<file path="config.mk">
export PLATFORM = sky130hd
export DESIGN_NAME = ps2MouseTop
export DESIGN_NICKNAME = d
export VERILOG_FILES = /design/src/rtl/ps2MousePkg.sv /design/src/rtl/ps2LineIf.sv /design/src/rtl/ps2CmdIf.sv /design/src/rtl/ps2LineSync.sv /design/src/rtl/ps2ReadFrame.sv /design/src/rtl/ps2WriteFrame.sv /design/src/rtl/ps2MouseCtrl.sv /design/src/rtl/ps2MouseTop.sv
export VERILOG_INCLUDE_DIRS = /design/src /design/src/include
export SDC_FILE = /design/constraint.sdc
export NUM_CORES = 1
export LEC_CHECK = 0
export ABC_CLOCK_PERIOD_IN_PS = 6600
export BUFFER_PORTS_ARGS = -buffer_cell sky130_fd_sc_hd__buf_2
export CAP_MARGIN = 5
export CORE_MARGIN = 1
export CORE_UTILIZATION = 40
export CTS_BUF_LIST = sky130_fd_sc_hd__clkbuf_4
export DETAILED_ROUTE_END_ITERATION = 12
export GPL_ROUTABILITY_DRIVEN = 0
export PLACE_DENSITY = 0.59
export SYNTH_ARGS = -nofsm -noshare
export SYNTH_HDL_FRONTEND = slang
export SYNTH_SLANG_ARGS = --single-unit
export TNS_END_PERCENT = 10
</file>
<file path="constraint.sdc">
create_clock -name CLOCK -period 6.6 [get_ports CLOCK]
set_input_delay 1.65 -clock CLOCK [delete_from_list [all_inputs] [get_ports CLOCK]]
set_output_delay 1.65 -clock CLOCK [all_outputs]
set_load 0.1 [all_outputs]
</file>
<file path="src/include/ps2Mouse_consts.svh">
`ifndef PS2MOUSE_CONSTS_SVH
`define PS2MOUSE_CONSTS_SVH

// Line filter depth in system clocks
`define PS2_FILTER_LEN      4

// Host clock inhibit before a send, 100 us at 25 MHz
`define PS2_INHIBIT_CYCLES  2500

// Host to mouse commands
`define PS2_CMD_ENABLE      8'hF4
`define PS2_CMD_SETRATE     8'hF3

// Sample rates of the IntelliMouse unlock sequence
`define PS2_RATE_A          8'hC8
`define PS2_RATE_B          8'h64
`define PS2_RATE_C          8'h50

// Mouse responses
`define PS2_RSP_ACK         8'hFA

`endif

</file>
<file path="src/rtl/ps2MousePkg.sv">
package ps2MousePkg;

    // Reader operating mode
    typedef enum logic [1:0]
    {
        MODE_OFF = 2'd0,                // Reader held idle
        MODE_STD = 2'd1,                // 3-byte packets
        MODE_EXT = 2'd2                 // 4-byte IntelliMouse packets
    } mouseModeT;

    // First packet byte
    typedef struct packed
    {
        logic yOverflow;
        logic xOverflow;
        logic ySign;
        logic xSign;
        logic alwaysOne;
        logic middle;
        logic right;
        logic left;
    } mouseStatusT;

    // Decoded view of a whole packet, byte 0 at the bottom
    typedef struct packed
    {
        logic [7:0]  dz;                // Wheel, zero in standard mode
        logic [7:0]  dy;
        logic [7:0]  dx;
        mouseStatusT status;
    } mouseFieldsT;

    // Same word, seen as bytes by the reader and as fields by the top
    typedef union packed
    {
        logic [3:0][7:0] bytes;
        mouseFieldsT     fields;
    } mousePacketT;

endpackage

</file>
<file path="src/rtl/ps2LineIf.sv">
`timescale 1ns/1ps

interface ps2LineIf;

    logic clkFall;                      // Filtered clock went low
    logic clkRise;                      // Filtered clock went high
    logic dat;                          // Filtered data level
    logic busIdle;                      // Both lines released

    modport source
    (
        output clkFall, clkRise, dat, busIdle
    );

    modport sink
    (
        input clkFall, clkRise, dat, busIdle
    );

endinterface

</file>
<file path="src/rtl/ps2CmdIf.sv">
`timescale 1ns/1ps

interface ps2CmdIf;

    logic       send;                   // One-cycle request
    logic [7:0] cmdByte;                // Valid with send
    logic       done;                   // One-cycle completion
    logic       ackOk;                  // Valid with done

    modport master
    (
        output send, cmdByte,
        input  done, ackOk
    );

    modport slave
    (
        input  send, cmdByte,
        output done, ackOk
    );

endinterface

</file>
<file path="src/rtl/ps2LineSync.sv">
`timescale 1ns/1ps
`include "ps2Mouse_consts.svh"

module ps2LineSync
(
    input  logic    CLOCK,
    input  logic    RST_n,
    input  logic    ps2ClkIn,
    input  logic    ps2DatIn,
    ps2LineIf.source line
);

    localparam int CLK   = 0;
    localparam int DAT   = 1;
    localparam int CNT_W = $clog2(`PS2_FILTER_LEN);

    logic [1:0]       meta;
    logic [1:0]       syncd;
    logic [1:0]       level;            // Accepted line levels
    logic [CNT_W-1:0] cnt [2];
    logic             fallStb;
    logic             riseStb;

    always_ff @(posedge CLOCK or negedge RST_n)
    begin
        if (!RST_n)
        begin
            meta    <= 2'b11;           // Released bus reads high
            syncd   <= 2'b11;
            level   <= 2'b11;
            cnt     <= '{default: '0};
            fallStb <= 1'b0;
            riseStb <= 1'b0;
        end
        else
        begin
            meta    <= {ps2DatIn, ps2ClkIn};
            syncd   <= meta;
            fallStb <= 1'b0;
            riseStb <= 1'b0;
            for (int i = 0; i < 2; i++)
            begin
                if (syncd[i] == level[i])
                    cnt[i] <= '0;       // Glitch or steady line
                else if (cnt[i] == CNT_W'(`PS2_FILTER_LEN - 1))
                begin
                    level[i] <= syncd[i];
                    cnt[i]   <= '0;
                end
                else
                    cnt[i] <= cnt[i] + 1'b1;
            end
            if (syncd[CLK] != level[CLK] && cnt[CLK] == CNT_W'(`PS2_FILTER_LEN - 1))
            begin
                fallStb <= level[CLK];  // Strobe with the new level
                riseStb <= !level[CLK];
            end
        end
    end

    assign line.clkFall = fallStb;
    assign line.clkRise = riseStb;
    assign line.dat     = level[DAT];
    assign line.busIdle = &level;

endmodule

</file>
<file path="src/rtl/ps2ReadFrame.sv">
`timescale 1ns/1ps

module ps2ReadFrame
(
    input  logic                     CLOCK,
    input  logic                     RST_n,
    ps2LineIf.sink                   line,
    input  ps2MousePkg::mouseModeT   mode,
    output ps2MousePkg::mousePacketT packet,
    output logic                     packetValid
);

    logic [3:0]               bitCnt;       // 0 start, 1..8 data, 9 parity, 10 stop
    logic [8:0]               shiftReg;     // Data LSB first, then parity
    logic                     startBad;
    logic [1:0]               byteIdx;
    logic [1:0]               lastIdx;
    logic                     lastStored;
    logic                     frameOk;
    ps2MousePkg::mousePacketT asmPacket;    // Packet under assembly

    assign lastIdx = (mode == ps2MousePkg::MODE_EXT) ? 2'd3 : 2'd2;

    // Odd parity over data plus parity bit, stop bit on the line now
    assign frameOk = !startBad && line.dat && (^shiftReg);

    always_ff @(posedge CLOCK or negedge RST_n)
    begin
        if (!RST_n)
        begin
            bitCnt      <= '0;
            byteIdx     <= '0;
            startBad    <= 1'b0;
            lastStored  <= 1'b0;
            packetValid <= 1'b0;
        end
        else
        begin
            packetValid <= lastStored;
            lastStored  <= 1'b0;
            if (mode == ps2MousePkg::MODE_OFF)
            begin
                bitCnt  <= '0;
                byteIdx <= '0;
            end
            else if (line.clkFall)
            begin
                if (bitCnt == 4'd10)
                begin
                    bitCnt <= '0;
                    if (!frameOk)
                        byteIdx <= '0;          // Drop the whole packet
                    else if (byteIdx == lastIdx)
                    begin
                        byteIdx    <= '0;
                        lastStored <= 1'b1;
                    end
                    else
                        byteIdx <= byteIdx + 1'b1;
                end
                else
                begin
                    if (bitCnt == 4'd0)
                        startBad <= line.dat;   // Start bit must be low
                    bitCnt <= bitCnt + 1'b1;
                end
            end
        end
    end

    always_ff @(posedge CLOCK)
    begin
        if (line.clkFall && bitCnt >= 4'd1 && bitCnt <= 4'd9)
            shiftReg <= {line.dat, shiftReg[8:1]};
        if (line.clkFall && bitCnt == 4'd10 && frameOk)
            asmPacket.bytes[byteIdx] <= shiftReg[7:0];
        if (lastStored)
        begin
            packet <= asmPacket;
            if (mode != ps2MousePkg::MODE_EXT)
                packet.fields.dz <= '0;         // No wheel byte
        end
    end

endmodule

</file>
<file path="src/rtl/ps2WriteFrame.sv">
`timescale 1ns/1ps
`include "ps2Mouse_consts.svh"

module ps2WriteFrame
(
    input  logic     CLOCK,
    input  logic     RST_n,
    ps2LineIf.sink   line,
    ps2CmdIf.slave   cmd,
    output logic     ps2ClkDrive,
    output logic     ps2DatDrive
);

    localparam int INH_W = $clog2(`PS2_INHIBIT_CYCLES);

    typedef enum logic [2:0]
    {
        W_IDLE,
        W_INHIBIT,                      // Clock held low
        W_RELEASE,                      // Start bit out, clock let go
        W_SEND,
        W_ACK,
        W_WAIT_IDLE,
        W_RESP                          // Mouse response byte
    } wrStateT;

    wrStateT          state;
    logic [INH_W-1:0] inhCnt;
    logic [3:0]       bitCnt;
    logic [8:0]       txShift;          // Data LSB first, then parity
    logic [7:0]       rxShift;
    logic             ackLow;

    always_ff @(posedge CLOCK or negedge RST_n)
    begin
        if (!RST_n)
        begin
            state       <= W_IDLE;
            inhCnt      <= '0;
            bitCnt      <= '0;
            ackLow      <= 1'b0;
            ps2ClkDrive <= 1'b0;
            ps2DatDrive <= 1'b0;
            cmd.done    <= 1'b0;
            cmd.ackOk   <= 1'b0;
        end
        else
        begin
            cmd.done <= 1'b0;
            case (state)
                W_IDLE:
                    if (cmd.send)
                    begin
                        ps2ClkDrive <= 1'b1;
                        inhCnt      <= '0;
                        state       <= W_INHIBIT;
                    end
                W_INHIBIT:
                    if (inhCnt == INH_W'(`PS2_INHIBIT_CYCLES - 1))
                    begin
                        ps2DatDrive <= 1'b1;    // Start bit
                        state       <= W_RELEASE;
                    end
                    else
                        inhCnt <= inhCnt + 1'b1;
                W_RELEASE:
                begin
                    ps2ClkDrive <= 1'b0;
                    if (line.clkRise)           // Mouse may clock from here on
                    begin
                        bitCnt <= '0;
                        state  <= W_SEND;
                    end
                end
                W_SEND:
                    if (line.clkFall)
                    begin
                        if (bitCnt == 4'd9)
                        begin
                            ps2DatDrive <= 1'b0;    // Stop bit by release
                            state       <= W_ACK;
                        end
                        else
                        begin
                            ps2DatDrive <= !txShift[0];
                            bitCnt      <= bitCnt + 1'b1;
                        end
                    end
                W_ACK:
                    if (line.clkFall)
                    begin
                        ackLow <= !line.dat;
                        state  <= W_WAIT_IDLE;
                    end
                W_WAIT_IDLE:
                    if (line.busIdle)
                    begin
                        bitCnt <= '0;
                        state  <= W_RESP;
                    end
                W_RESP:
                    if (line.clkFall)
                    begin
                        if (bitCnt == 4'd10)
                        begin
                            cmd.done  <= 1'b1;
                            cmd.ackOk <= ackLow && (rxShift == `PS2_RSP_ACK);
                            state     <= W_IDLE;
                        end
                        else
                            bitCnt <= bitCnt + 1'b1;
                    end
                default:
                    state <= W_IDLE;
            endcase
        end
    end

    always_ff @(posedge CLOCK)
    begin
        if (state == W_IDLE && cmd.send)
            txShift <= {~^cmd.cmdByte, cmd.cmdByte};    // Odd parity on top
        else if (state == W_SEND && line.clkFall)
            txShift <= {1'b0, txShift[8:1]};
        if (state == W_RESP && line.clkFall && bitCnt >= 4'd1 && bitCnt <= 4'd8)
            rxShift <= {line.dat, rxShift[7:1]};
    end

endmodule

</file>
<file path="src/rtl/ps2MouseCtrl.sv">
`timescale 1ns/1ps
`include "ps2Mouse_consts.svh"

module ps2MouseCtrl
(
    input  logic                   CLOCK,
    input  logic                   RST_n,
    input  logic                   extendedMode,
    ps2CmdIf.master                cmd,
    output ps2MousePkg::mouseModeT mode,
    output logic                   initDone,
    output logic                   initFail
);

    typedef enum logic [1:0] {C_START, C_WAIT, C_DONE, C_FAIL} ctrlStateT;

    ctrlStateT  state;
    logic [2:0] step;
    logic       extLatch;               // Mode chosen at start
    logic [2:0] lastStep;

    // Magic sample-rate sequence, then enable
    function automatic logic [7:0] cmdAt(input logic [2:0] idx, input logic ext);
        if (!ext)
            return `PS2_CMD_ENABLE;
        case (idx)
            3'd0, 3'd2, 3'd4: return `PS2_CMD_SETRATE;
            3'd1:             return `PS2_RATE_A;
            3'd3:             return `PS2_RATE_B;
            3'd5:             return `PS2_RATE_C;
            default:          return `PS2_CMD_ENABLE;
        endcase
    endfunction

    assign lastStep = extLatch ? 3'd6 : 3'd0;

    always_ff @(posedge CLOCK or negedge RST_n)
    begin
        if (!RST_n)
        begin
            state       <= C_START;
            step        <= '0;
            extLatch    <= 1'b0;
            cmd.send    <= 1'b0;
            cmd.cmdByte <= '0;
            mode        <= ps2MousePkg::MODE_OFF;
            initDone    <= 1'b0;
            initFail    <= 1'b0;
        end
        else
        begin
            cmd.send <= 1'b0;
            case (state)
                C_START:
                begin
                    extLatch    <= extendedMode;
                    step        <= '0;
                    cmd.send    <= 1'b1;
                    cmd.cmdByte <= cmdAt(3'd0, extendedMode);
                    state       <= C_WAIT;
                end
                C_WAIT:
                    if (cmd.done)
                    begin
                        if (!cmd.ackOk)
                        begin
                            initFail <= 1'b1;   // Stop here for good
                            state    <= C_FAIL;
                        end
                        else if (step == lastStep)
                        begin
                            initDone <= 1'b1;
                            mode     <= extLatch ? ps2MousePkg::MODE_EXT
                                                 : ps2MousePkg::MODE_STD;
                            state    <= C_DONE;
                        end
                        else
                        begin
                            step        <= step + 1'b1;
                            cmd.send    <= 1'b1;
                            cmd.cmdByte <= cmdAt(step + 1'b1, extLatch);
                        end
                    end
                default:
                    state <= state;             // Done or failed, hold
            endcase
        end
    end

endmodule

</file>
<file path="src/rtl/ps2MouseTop.sv">
`timescale 1ns/1ps

module ps2MouseTop
(
    input  logic       CLOCK,
    input  logic       RST_n,
    input  logic       ps2ClkIn,
    input  logic       ps2DatIn,
    output logic       ps2ClkDrive,     // Pull clock low
    output logic       ps2DatDrive,     // Pull data low
    input  logic       extendedMode,
    output logic       initDone,
    output logic       initFail,
    output logic       packetValid,
    output logic [2:0] buttons,
    output logic [8:0] dx,
    output logic [8:0] dy,
    output logic [7:0] dz
);

    ps2MousePkg::mouseModeT   mode;
    ps2MousePkg::mousePacketT packet;

    ps2LineIf lineBus();
    ps2CmdIf  cmdBus();

    ps2LineSync lineSync_i
    (
        .CLOCK    (CLOCK),
        .RST_n    (RST_n),
        .ps2ClkIn (ps2ClkIn),
        .ps2DatIn (ps2DatIn),
        .line     (lineBus.source)
    );

    ps2ReadFrame readFrame_i
    (
        .CLOCK       (CLOCK),
        .RST_n       (RST_n),
        .line        (lineBus.sink),
        .mode        (mode),
        .packet      (packet),
        .packetValid (packetValid)
    );

    ps2WriteFrame writeFrame_i
    (
        .CLOCK       (CLOCK),
        .RST_n       (RST_n),
        .line        (lineBus.sink),
        .cmd         (cmdBus.slave),
        .ps2ClkDrive (ps2ClkDrive),
        .ps2DatDrive (ps2DatDrive)
    );

    ps2MouseCtrl mouseCtrl_i
    (
        .CLOCK        (CLOCK),
        .RST_n        (RST_n),
        .extendedMode (extendedMode),
        .cmd          (cmdBus.master),
        .mode         (mode),
        .initDone     (initDone),
        .initFail     (initFail)
    );

    // Packet register holds between packets, so these hold too
    assign buttons = {packet.fields.status.middle,
                      packet.fields.status.right,
                      packet.fields.status.left};
    assign dx      = {packet.fields.status.xSign, packet.fields.dx};
    assign dy      = {packet.fields.status.ySign, packet.fields.dy};
    assign dz      = packet.fields.dz;

endmodule

</file>
==> results.json, run 1 <==
{
  "run_status": "finished, final reports clean",
  "setup.worst_path.class": "reg2out",
  "peakVddDrop_mv": 0.230,
  "grt.met3_usage_pct": 3.65,
  "cells_along_the_critical_path": "buf_2",
  "hold_end": "lineSync_i.syncd[1]",
  "cts_buffer_depth": 2,
  "groute.layer.met1.usage_pct": 17.6,
  "via_per_inst": 5.05,
  "regToRegEndpoint": "readFrame_i.asmPacket[15]",
  "io_pins": 39,
  "worst_slew_margin_rel_pct": 24.8,
  "place_hpwl_um": 6650,
  "startpoint_type": "register",
  "core_area_um2": 14800,
  "cts-buffers-inserted": 17,
  "design.final.nets": 525,
  "cts_resized": 0,
  "timing.hold.worst.class": "reg2reg",
  "timing.reg2reg.setup_slack_ns": 4.08,
  "postCtsSetupRepairBufs": 0,
  "min_from": "lineSync_i.meta[1]",
  "post_synth_arst_share_pct": 42.9,
  "antenna_left": 0,
  "synth-seq-area-share_pct": 66.7,
  "maximum_single_stage_delay_on_the_critical_path_ns": 0.43,
  "grt_overflow_total": 0,
  "wire_length_of_the_first_global_routing_pass_um": 17300,
  "drive_above_1_share_pct": 19.6,
  "kind_of_cell_adding_the_most_delay_to_the_critical_path": "buffers and inverters",
  "layout.cells.most_common": "sky130_fd_sc_hd__edfxtp_1",
  "clock_skew_ns": 0.0160,
  "chipWidth_um": 126,
  "finalSetupTns_ns": 0,
  "syn-mean-instance-area_um2": 13.5,
  "avgRoutedWirePerCell_um": 14.1,
  "required_ns": 4.95,
  "timing.critical_path.fanout_max": 2,
  "layout_worst_path_cycle_share_pct": 45.1,
  "post_cts_hold_buffer_count": 0,
  "layout_common_cells": "sky130_fd_sc_hd__edfxtp_1, sky130_fd_sc_hd__dfrtp_1, sky130_fd_sc_hd__buf_2",
  "route.vias.total": 3528,
  "clock_latency_ns": 0.54,
  "drt-pass1-iter-count": 4,
  "areaGrowthSynthToFinish_pct": 10.9,
  "rr_startpoint": "readFrame_i.shiftReg[2]",
  "clk_root_buffer_cell": "sky130_fd_sc_hd__clkbuf_4",
  "holdPathStages": 0,
  "synth-seq-cells": 147,
  "grt.met2_usage_pct": 22.4,
  "worst_slew_pin_slew_ns": 1.13,
  "timing.critical_path.to_type": "output port",
  "fp.dieArea_um2": 15900,
  "starting_density_of_the_core_pct": 41.8,
  "first_global_vias": 3574,
  "total_of_max_cap_violations": 0,
  "synth_cell_types": 60,
  "synthCells": 457,
  "drc_errors": 0,
  "synth.area.top_cells": "sky130_fd_sc_hd__edfxtp_1, sky130_fd_sc_hd__dfrtp_1, sky130_fd_sc_hd__ha_1",
  "number_of_enable_type_register_cells_in_the_synthesized_netlist": 84,
  "io_buffer_count": 38,
  "crit_slowest_cell": "sky130_fd_sc_hd__buf_2",
  "combined_area_of_all_synthesized_cells_um2": 6160,
  "grt_antenna_before_repair": 0,
  "clk_transition_reported_paths_ns": 0.12,
  "worstPathBufferInverterCount": 1,
  "power_per_cell_area_nw_per_um2": 242,
  "totalPowerFinal_uw": 1650,
  "rsz0062_at_grt": "false",
  "final-hold-violation-count": 0,
  "antenna_cells_inserted": 0,
  "tritoncts": "yes",
  "synth.largest_area_cell": "sky130_fd_sc_hd__edfxtp_1",
  "dominantRegCellSynth": "sky130_fd_sc_hd__edfxtp_1",
  "post-route-min-period_ns": 2.98,
  "p_leak_uw": 0.00264,
  "finalHoldWorstSlack_ns": 0.361,
  "fmax_mhz": 336,
  "cts.sinks": 147,
  "grt-busiest-layer": "met2",
  "yosys.area.top_type_share_pct": 40.9,
  "postRouteWirelength_um": 9880,
  "report.final.slew_viol_count": 0,
  "timing.final.setup_violations": 0,
  "grt_usage_pct": 14.0,
  "chipHeight_um": 126,
  "placementRows": 44,
  "postSynthNetCount": 479,
  "drtIter0Drc": 260,
  "largest_net_degree_at_the_start_of_global_routing": 64,
  "r2r.worst_path.cells": 5,
  "worst_path_arrival_ns": 1.33,
  "clock_tree.htree_level_count": 4,
  "ys.warnings.count": 0
}
## cell families after synthesis
kind of cell	synth area share (%)
AO/OA/AOI/OAI	7.05
AND/OR/NAND/NOR	13.0
adder cells (fa/ha/maj)	3.45
flip-flops	66.7
XOR/XNOR	3.78
buffers and inverters	2.56
multiplexers	3.53
## layer usage
layer | wire length, um | vias up
met5 | 0 | -
met4 | 184 | 0
met3 | 332 | 16
met2 | 4750 | 61
met1 | 4610 | 1705
li1 | - | 1746
## registers in the layout, indices dropped and copies added (netlist names), 2 cells and up
signal and cells:
lineSync_i.cnt 4, lineSync_i.level 2, lineSync_i.meta 2, lineSync_i.syncd 2, mouseCtrl_i.cmd.cmdByte 7, mouseCtrl_i.mode 2, mouseCtrl_i.state 2, mouseCtrl_i.step 3
readFrame_i.asmPacket 29, readFrame_i.bitCnt 4, readFrame_i.byteIdx 2, readFrame_i.packet 29, readFrame_i.shiftReg 9, writeFrame_i.bitCnt 4, writeFrame_i.inhCnt 12, writeFrame_i.rxShift 8
writeFrame_i.state 3, writeFrame_i.txShift 9
## cell type report
| cell class | instances | area [um^2] |
|---|---|---|
| fill | 1341 | 7920 |
| tap | 184 | 230 |
| multi-input combinational | 274 | 1900 |
| clock buffer | 17 | 128 |
| clock inverter | 14 | 176 |
| timing repair buffer | 40 | 205 |
| inverter | 23 | 86.3 |
| sequential | 147 | 4110 |
## worst max-delay path by stage
stage / cells after the start / slack (ns) / end / start
finish: 1 / 3.62 / initDone / mouseCtrl_i.initDone
global route: 1 / 3.53 / initDone / mouseCtrl_i.initDone
CTS: 1 / 3.56 / initDone / mouseCtrl_i.initDone
detailed placement: 3 / 4.04 / writeFrame_i.rxShift[2] / writeFrame_i.state[1]
global placement: 2 / 4.16 / readFrame_i.lastStored / RST_n
floorplan: 0 / 4.05 / buttons[0] / readFrame_i.packet[0]
## through the flow
stage / instances / util (%) / worst slack [ns] / cell area [um^2]
5_1_grt: 699 / 46.3 / 3.53 / 6830
3_3_place_gp: 668 / 44.3 / 4.16 / 6530
4_1_cts: 699 / 46.3 / 3.56 / 6830
6_report: 699 / 46.3 / 3.62 / 6830
2_1_floorplan: 457 / - / 4.05 / 6160
3_5_place_dp: 668 / 44.3 / 4.04 / 6530
## synth_stat cells, types with 4 or more instances
cell / instances
sky130_fd_sc_hd__inv_1: 23
sky130_fd_sc_hd__o31ai_1: 4
sky130_fd_sc_hd__a21oi_1: 10
sky130_fd_sc_hd__mux2_2: 14
sky130_fd_sc_hd__and2_1: 11
sky130_fd_sc_hd__clkbuf_1: 5
sky130_fd_sc_hd__xor2_1: 4
sky130_fd_sc_hd__nand3_1: 16
sky130_fd_sc_hd__nor4_1: 4
sky130_fd_sc_hd__mux2i_1: 6
sky130_fd_sc_hd__nor2b_1: 10
sky130_fd_sc_hd__xnor2_1: 20
sky130_fd_sc_hd__ha_1: 17
sky130_fd_sc_hd__nor2_1: 32
sky130_fd_sc_hd__o21ai_0: 23
sky130_fd_sc_hd__nor3_1: 9
sky130_fd_sc_hd__buf_2: 6
sky130_fd_sc_hd__edfxtp_1: 84
sky130_fd_sc_hd__dfstp_2: 6
sky130_fd_sc_hd__nand2_1: 29
sky130_fd_sc_hd__o41ai_1: 5
sky130_fd_sc_hd__dfrtp_1: 57
sky130_fd_sc_hd__nand2b_1: 6
## where the power goes
part / internal [uW] / switching, uW / leakage (uW)
clock: 266 / 325 / 0.000155
combinational: 25.4 / 24.7 / 0.000955
sequential: 990 / 20.6 / 0.00153
Power figures use the tool's default switching activity.
==> inputs of run 2 (changes only) <==
Settings changed: ABC_AREA set to 1, ABC_CLOCK_PERIOD_IN_PS 6600 to 3000.
Clock period 6.6 ns to 3 ns, I/O delays scaled along.
==> results.json, run 2 <==
{
  "drive_above_1_share_pct": 18.5,
  "design.final.nets": 662,
  "core_area_um2": 15300,
  "synthMostInstantiatedCell": "sky130_fd_sc_hd__nand2_1",
  "setup.worst_path.class": "reg2reg",
  "first_global_vias": 3900,
  "route.vias.total": 4034,
  "placementRows": 45,
  "synth.area.top_cells": "sky130_fd_sc_hd__edfxtp_1, sky130_fd_sc_hd__dfrtp_1, sky130_fd_sc_hd__nand2_1",
  "layout_worst_path_cycle_share_pct": 78.3,
  "rsz0062_at_grt": "false",
  "post_cts_hold_buffer_count": 0,
  "p_leak_uw": 0.00306,
  "layout_common_cells": "sky130_fd_sc_hd__nand2_1, sky130_fd_sc_hd__edfxtp_1, sky130_fd_sc_hd__inv_1",
  "tritoncts": "yes",
  "synth.largest_area_cell": "sky130_fd_sc_hd__edfxtp_1",
  "worst_slew_pin_slew_ns": 0.844,
  "synth-seq-area-share_pct": 64.8,
  "post-route-min-period_ns": 2.35,
  "area_taken_by_multi_input_logic_gates_um2": 1870,
  "regToRegEndpoint": "readFrame_i.asmPacket[11]",
  "grt_overflow_total": 0,
  "power_per_cell_area_nw_per_um2": 499,
  "worst_slew_margin_rel_pct": 43.5,
  "timing.reg2reg.setup_slack_ns": 0.65,
  "kind_of_cell_adding_the_most_delay_to_the_critical_path": "simple AND/OR/NAND/NOR gates",
  "count_of_filler_cells_inserted_in_the_layout": 1449,
  "startpoint_type": "register",
  "fmax_mhz": 425,
  "total_of_max_cap_violations": 0,
  "totalPowerFinal_uw": 3530,
  "clk_root_buffer_cell": "sky130_fd_sc_hd__clkbuf_4",
  "worst_path_arrival_ns": 2.54,
  "critical_path.startpoint": "readFrame_i.shiftReg[2]",
  "timing.critical_path.fanout_max": 8,
  "drc_errors": 0,
  "antenna_left": 0,
  "areaGrowthSynthToFinish_pct": 11.6,
  "postCtsSetupRepairBufs": 0,
  "clock_tree.htree_level_count": 4,
  "crit_slowest_cell": "sky130_fd_sc_hd__nor2_1",
  "capture_point_of_the_critical_path": "readFrame_i.asmPacket[11]",
  "chipWidth_um": 128,
  "layout.core_utilization_pct": 46.2,
  "cts_buffer_depth": 2,
  "grt_usage_pct": 15.1,
  "postRouteWirelength_um": 11000,
  "clk_transition_reported_paths_ns": 0.14,
  "finalSetupTns_ns": 0,
  "timing.hold.worst.class": "in2async",
  "run_status": "finished, final reports clean",
  "yosys.area.top_type_share_pct": 39.8,
  "timing.final.setup_violations": 0,
  "io_pins": 39,
  "cts.sinks": 147,
  "postLayoutCellArea_um2": 7070,
  "drtIter0Drc": 233,
  "report.final.slew_viol_count": 0,
  "grt_antenna_before_repair": 1,
  "combined_area_of_all_synthesized_cells_um2": 6330,
  "cts_resized": 0,
  "final-hold-violation-count": 0,
  "clock_skew_ns": 0.0213,
  "cells_along_the_critical_path": "inv_1, nand2_1, nand2_1, nand2_1, nand2_1, nand2_1, nand3_1, nand4_1, nor2_1",
  "avgRoutedWirePerCell_um": 12.7,
  "chipHeight_um": 128,
  "largest_net_degree_at_the_start_of_global_routing": 31,
  "dominantRegCellSynth": "sky130_fd_sc_hd__edfxtp_1",
  "synthCells": 582,
  "layout.cells.most_common": "sky130_fd_sc_hd__nand2_1",
  "via_per_inst": 4.66,
  "maximum_single_stage_delay_on_the_critical_path_ns": 0.67,
  "required_ns": 3.19,
  "cts-buffers-inserted": 17,
  "critical-path-top-cell-by-count": "sky130_fd_sc_hd__nand2_1",
  "io_buffer_count": 38,
  "clock_latency_ns": 0.55,
  "drt-pass1-iter-count": 6,
  "synth_cell_types": 42,
  "placedInstanceArea_um2": 6780,
  "ys.warnings.count": 0,
  "synth-seq-cells": 147,
  "fp.dieArea_um2": 16300,
  "starting_density_of_the_core_pct": 41.3,
  "number_of_logic_stages_on_the_critical_path_including_buffering": 9,
  "timing.critical_path.to_type": "register",
  "postSynthNetCount": 604,
  "r2r.worst_path.cells": 9,
  "rr_startpoint": "readFrame_i.shiftReg[2]",
  "peakVddDrop_mv": 0.419,
  "ff_latch_area_um2": 4110,
  "place_hpwl_um": 7850,
  "post_synth_arst_share_pct": 42.9,
  "synth_top_cells_by_count": "sky130_fd_sc_hd__nand2_1, sky130_fd_sc_hd__edfxtp_1, sky130_fd_sc_hd__inv_1, sky130_fd_sc_hd__dfrtp_1, sky130_fd_sc_hd__nor2_1",
  "wire_length_of_the_first_global_routing_pass_um": 19000,
  "worstPathBufferInverterCount": 1,
  "syn-mean-instance-area_um2": 10.9,
  "number_of_enable_type_register_cells_in_the_synthesized_netlist": 84
}
==> run 2: cell families (layout without fill, tap and decap cells) <==
| kind of cell | after synthesis | count (layout) | synth area share [%] |
|---|---|---|---|
| DFF | 147 | 147 | 64.8 |
| and+or+nand+nor | 251 | 251 | 17.8 |
| xor gates and xnor gates | 13 | 13 | 1.80 |
| AOI/OAI and AO/OA | 67 | 67 | 6.56 |
| other | 0 | 2 | 0 |
| buffers and inverters | 87 | 158 | 5.63 |
| adders and majority gates | 17 | 17 | 3.36 |
==> run 2: per-layer routing <==
layer  vias up  global-route usage [%]  share of wire (%)
li1       2049                       -                  -
met1      1909                    18.9                 47
met2        66                    24.6                 49
met3        10                    3.96                3.1
met4         0                    6.71                1.1
met5         -                       0                  0
==> run 2: how the worst min path moves through the flow <==
| stage | startpoint | endpoint | depth (start not counted) |
|---|---|---|---|
| after floorplan | lineSync_i.meta[0] | lineSync_i.syncd[0] | 0 |
| after global placement | lineSync_i.meta[1] | lineSync_i.syncd[1] | 0 |
| after detailed placement | lineSync_i.meta[0] | lineSync_i.syncd[0] | 0 |
| after CTS | RST_n | lineSync_i.cnt[0] | 1 |
| after global routing | RST_n | mouseCtrl_i.cmd.cmdByte[1] | 1 |
| final | RST_n | mouseCtrl_i.cmd.cmdByte[1] | 1 |
==> run 2: where the power goes <==
part / internal, uW / switching, uW
sequential: 2170 / 32.3
combinational: 41.3 / 82.0
clock: 382 / 817
==> run 2: area by class of cell <==
class / count / area share [%]
Inverter: 83 / 4.44
Timing Repair Buffer: 43 / 3.22
Sequential cell: 147 / 58.1
Antenna cell: 2 / 0.0708
Clock inverter: 15 / 2.18
Multi-Input combinational cell: 348 / 26.5
Clock buffer: 17 / 1.81
Tap cell: 211 / 3.73
==> run 2: per-stage QoR <==
stage,worst slack [ns],hold WS (ns),cells
final,0.650,0.160,866
after global placement,0.787,0.347,832
after floorplan,0.411,0.345,582
after CTS,0.645,0.125,864
after detailed placement,0.659,0.349,832
after global routing,0.422,0.147,866
==> inputs of run 3 (changes only) <==
Settings changed: ABC_AREA 1 to 0, ABC_CLOCK_PERIOD_IN_PS 3000 to 2250.
Clock period 3 ns to 2.25 ns, I/O delays scaled along.
==> results.json, run 3 (synthesis results as in run 1) <==
{
  "drt-pass1-iter-count": 4,
  "antenna_left": 0,
  "maximum_single_stage_delay_on_the_critical_path_ns": 0.43,
  "worst_slew_pin_slew_ns": 0.559,
  "setup.worst_path.class": "reg2reg",
  "run_status": "finished, final reports clean",
  "via_per_inst": 5.05,
  "worst_path_arrival_ns": 2.35,
  "timing.hold.worst.class": "in2reg",
  "cells_along_the_critical_path": "xor2_1, xnor3_1, xnor2_1, nand3b_1, nor2_1, buf_4",
  "clock_tree.htree_level_count": 4,
  "grt_usage_pct": 14.2,
  "post-route-min-period_ns": 2.08,
  "cts.sinks": 147,
  "io_buffer_count": 38,
  "core_area_um2": 14800,
  "report.final.slew_viol_count": 0,
  "clock_latency_ns": 0.55,
  "cts-buffers-inserted": 17,
  "drc_errors": 0,
  "drive_above_1_share_pct": 22.3,
  "clk_transition_reported_paths_ns": 0.14,
  "placementRows": 44,
  "finalHoldWorstSlack_ns": 0.102,
  "layout_worst_path_cycle_share_pct": 92.5,
  "grt_antenna_before_repair": 0,
  "design.final.nets": 543,
  "grt_overflow_total": 0,
  "timing.final.setup_violations": 0,
  "timing.critical_path.to_type": "register",
  "io_pins": 39,
  "tritoncts": "yes",
  "largest_net_degree_at_the_start_of_global_routing": 64,
  "finalSetupTns_ns": 0,
  "startpoint_type": "register",
  "areaGrowthSynthToFinish_pct": 13.3,
  "crit_slowest_cell": "sky130_fd_sc_hd__edfxtp_1",
  "postRouteWirelength_um": 10300,
  "worstPathBufferInverterCount": 1,
  "first_global_vias": 3596,
  "postCtsSetupRepairBufs": 0,
  "cts_resized": 0,
  "wire_length_of_the_first_global_routing_pass_um": 17400,
  "place_hpwl_um": 6990,
  "fp.dieArea_um2": 15900,
  "grt.met3_usage_pct": 4.63,
  "post_cts_hold_buffer_count": 1,
  "chipHeight_um": 126,
  "fmax_mhz": 481,
  "total_of_max_cap_violations": 0,
  "timing.critical_path.fanout_max": 8,
  "chipWidth_um": 126,
  "layout.cells.most_common": "sky130_fd_sc_hd__edfxtp_1",
  "worst_slew_margin_rel_pct": 62.4,
  "cts_buffer_depth": 2,
  "rsz0062_at_grt": "false",
  "layout.core_utilization_pct": 47.3,
  "starting_density_of_the_core_pct": 41.8,
  "antenna_cells_inserted": 0,
  "peakVddDrop_mv": 0.505,
  "layout_common_cells": "sky130_fd_sc_hd__edfxtp_1, sky130_fd_sc_hd__dfrtp_1, sky130_fd_sc_hd__buf_2",
  "route.vias.total": 3628,
  "final-hold-violation-count": 0,
  "clk_root_buffer_cell": "sky130_fd_sc_hd__clkbuf_4",
  "drtIter0Drc": 205,
  "grt-busiest-layer": "met2",
  "grt.met2_usage_pct": 23.3,
  "clock_skew_ns": 0.0143,
  "p_leak_uw": 0.00274,
  "avgRoutedWirePerCell_um": 14.3,
  "kind_of_cell_adding_the_most_delay_to_the_critical_path": "XOR/XNOR gates",
  "groute.layer.met1.usage_pct": 17.1,
  "power_per_cell_area_nw_per_um2": 694,
  "required_ns": 2.52
}
## run 3: metal layers
metal / routed length [um] / up-vias
met5: 0 / -
met4: 165 / 0
met3: 391 / 15
met2: 5080 / 74
met1: 4650 / 1754
li1: - / 1785
## run 3: worst paths after layout
| kind | from | to | slack (ns) | cells after the start |
|---|---|---|---|---|
| setup / recovery | readFrame_i.shiftReg[2] | readFrame_i.asmPacket[13] | 0.17 | 6 |
| hold / removal | ps2DatIn | lineSync_i.meta[1] | 0.10 | 1 |
| setup reg to reg | readFrame_i.shiftReg[2] | readFrame_i.asmPacket[13] | 0.17 | 6 |
| hold reg to reg | lineSync_i.meta[0] | lineSync_i.syncd[0] | 0.36 | 0 |
| max in group asynchronous | RST_n | lineSync_i.meta[0] | 1.38 | 3 |
| min in group asynchronous | RST_n | writeFrame_i.bitCnt[2] | 0.54 | 3 |
## run 3: power by group
part,switching (uW),leakage [uW],internal (uW)
Sequential,58.2,0.00153,2900
Combinational,78.0,0.00105,81.1
Clock,1030,0.000164,694
Total,1160,0.00274,3680
## run 3: stage by stage
stage                     worst slack, ns  power [uW]  cell area (um^2)  instances
after global routing               0.0346        5080              6980        718
after CTS                           0.152        4930              6980        718
after detailed placement            0.195        3180              6670        685
after global placement              0.194        3170              6670        685
after floorplan                     0.117        3110              6160        457
final                               0.169        4840              6980        718
## run 3: cell type report
class	count	area [um^2]
Clock inverter	15	170
Multi-Input combinational cell	274	1900
Fill cell	1323	7780
Tap cell	184	230
Sequential cell	147	4110
Clock buffer	17	128
Timing Repair Buffer	58	355
Inverter	23	86.3
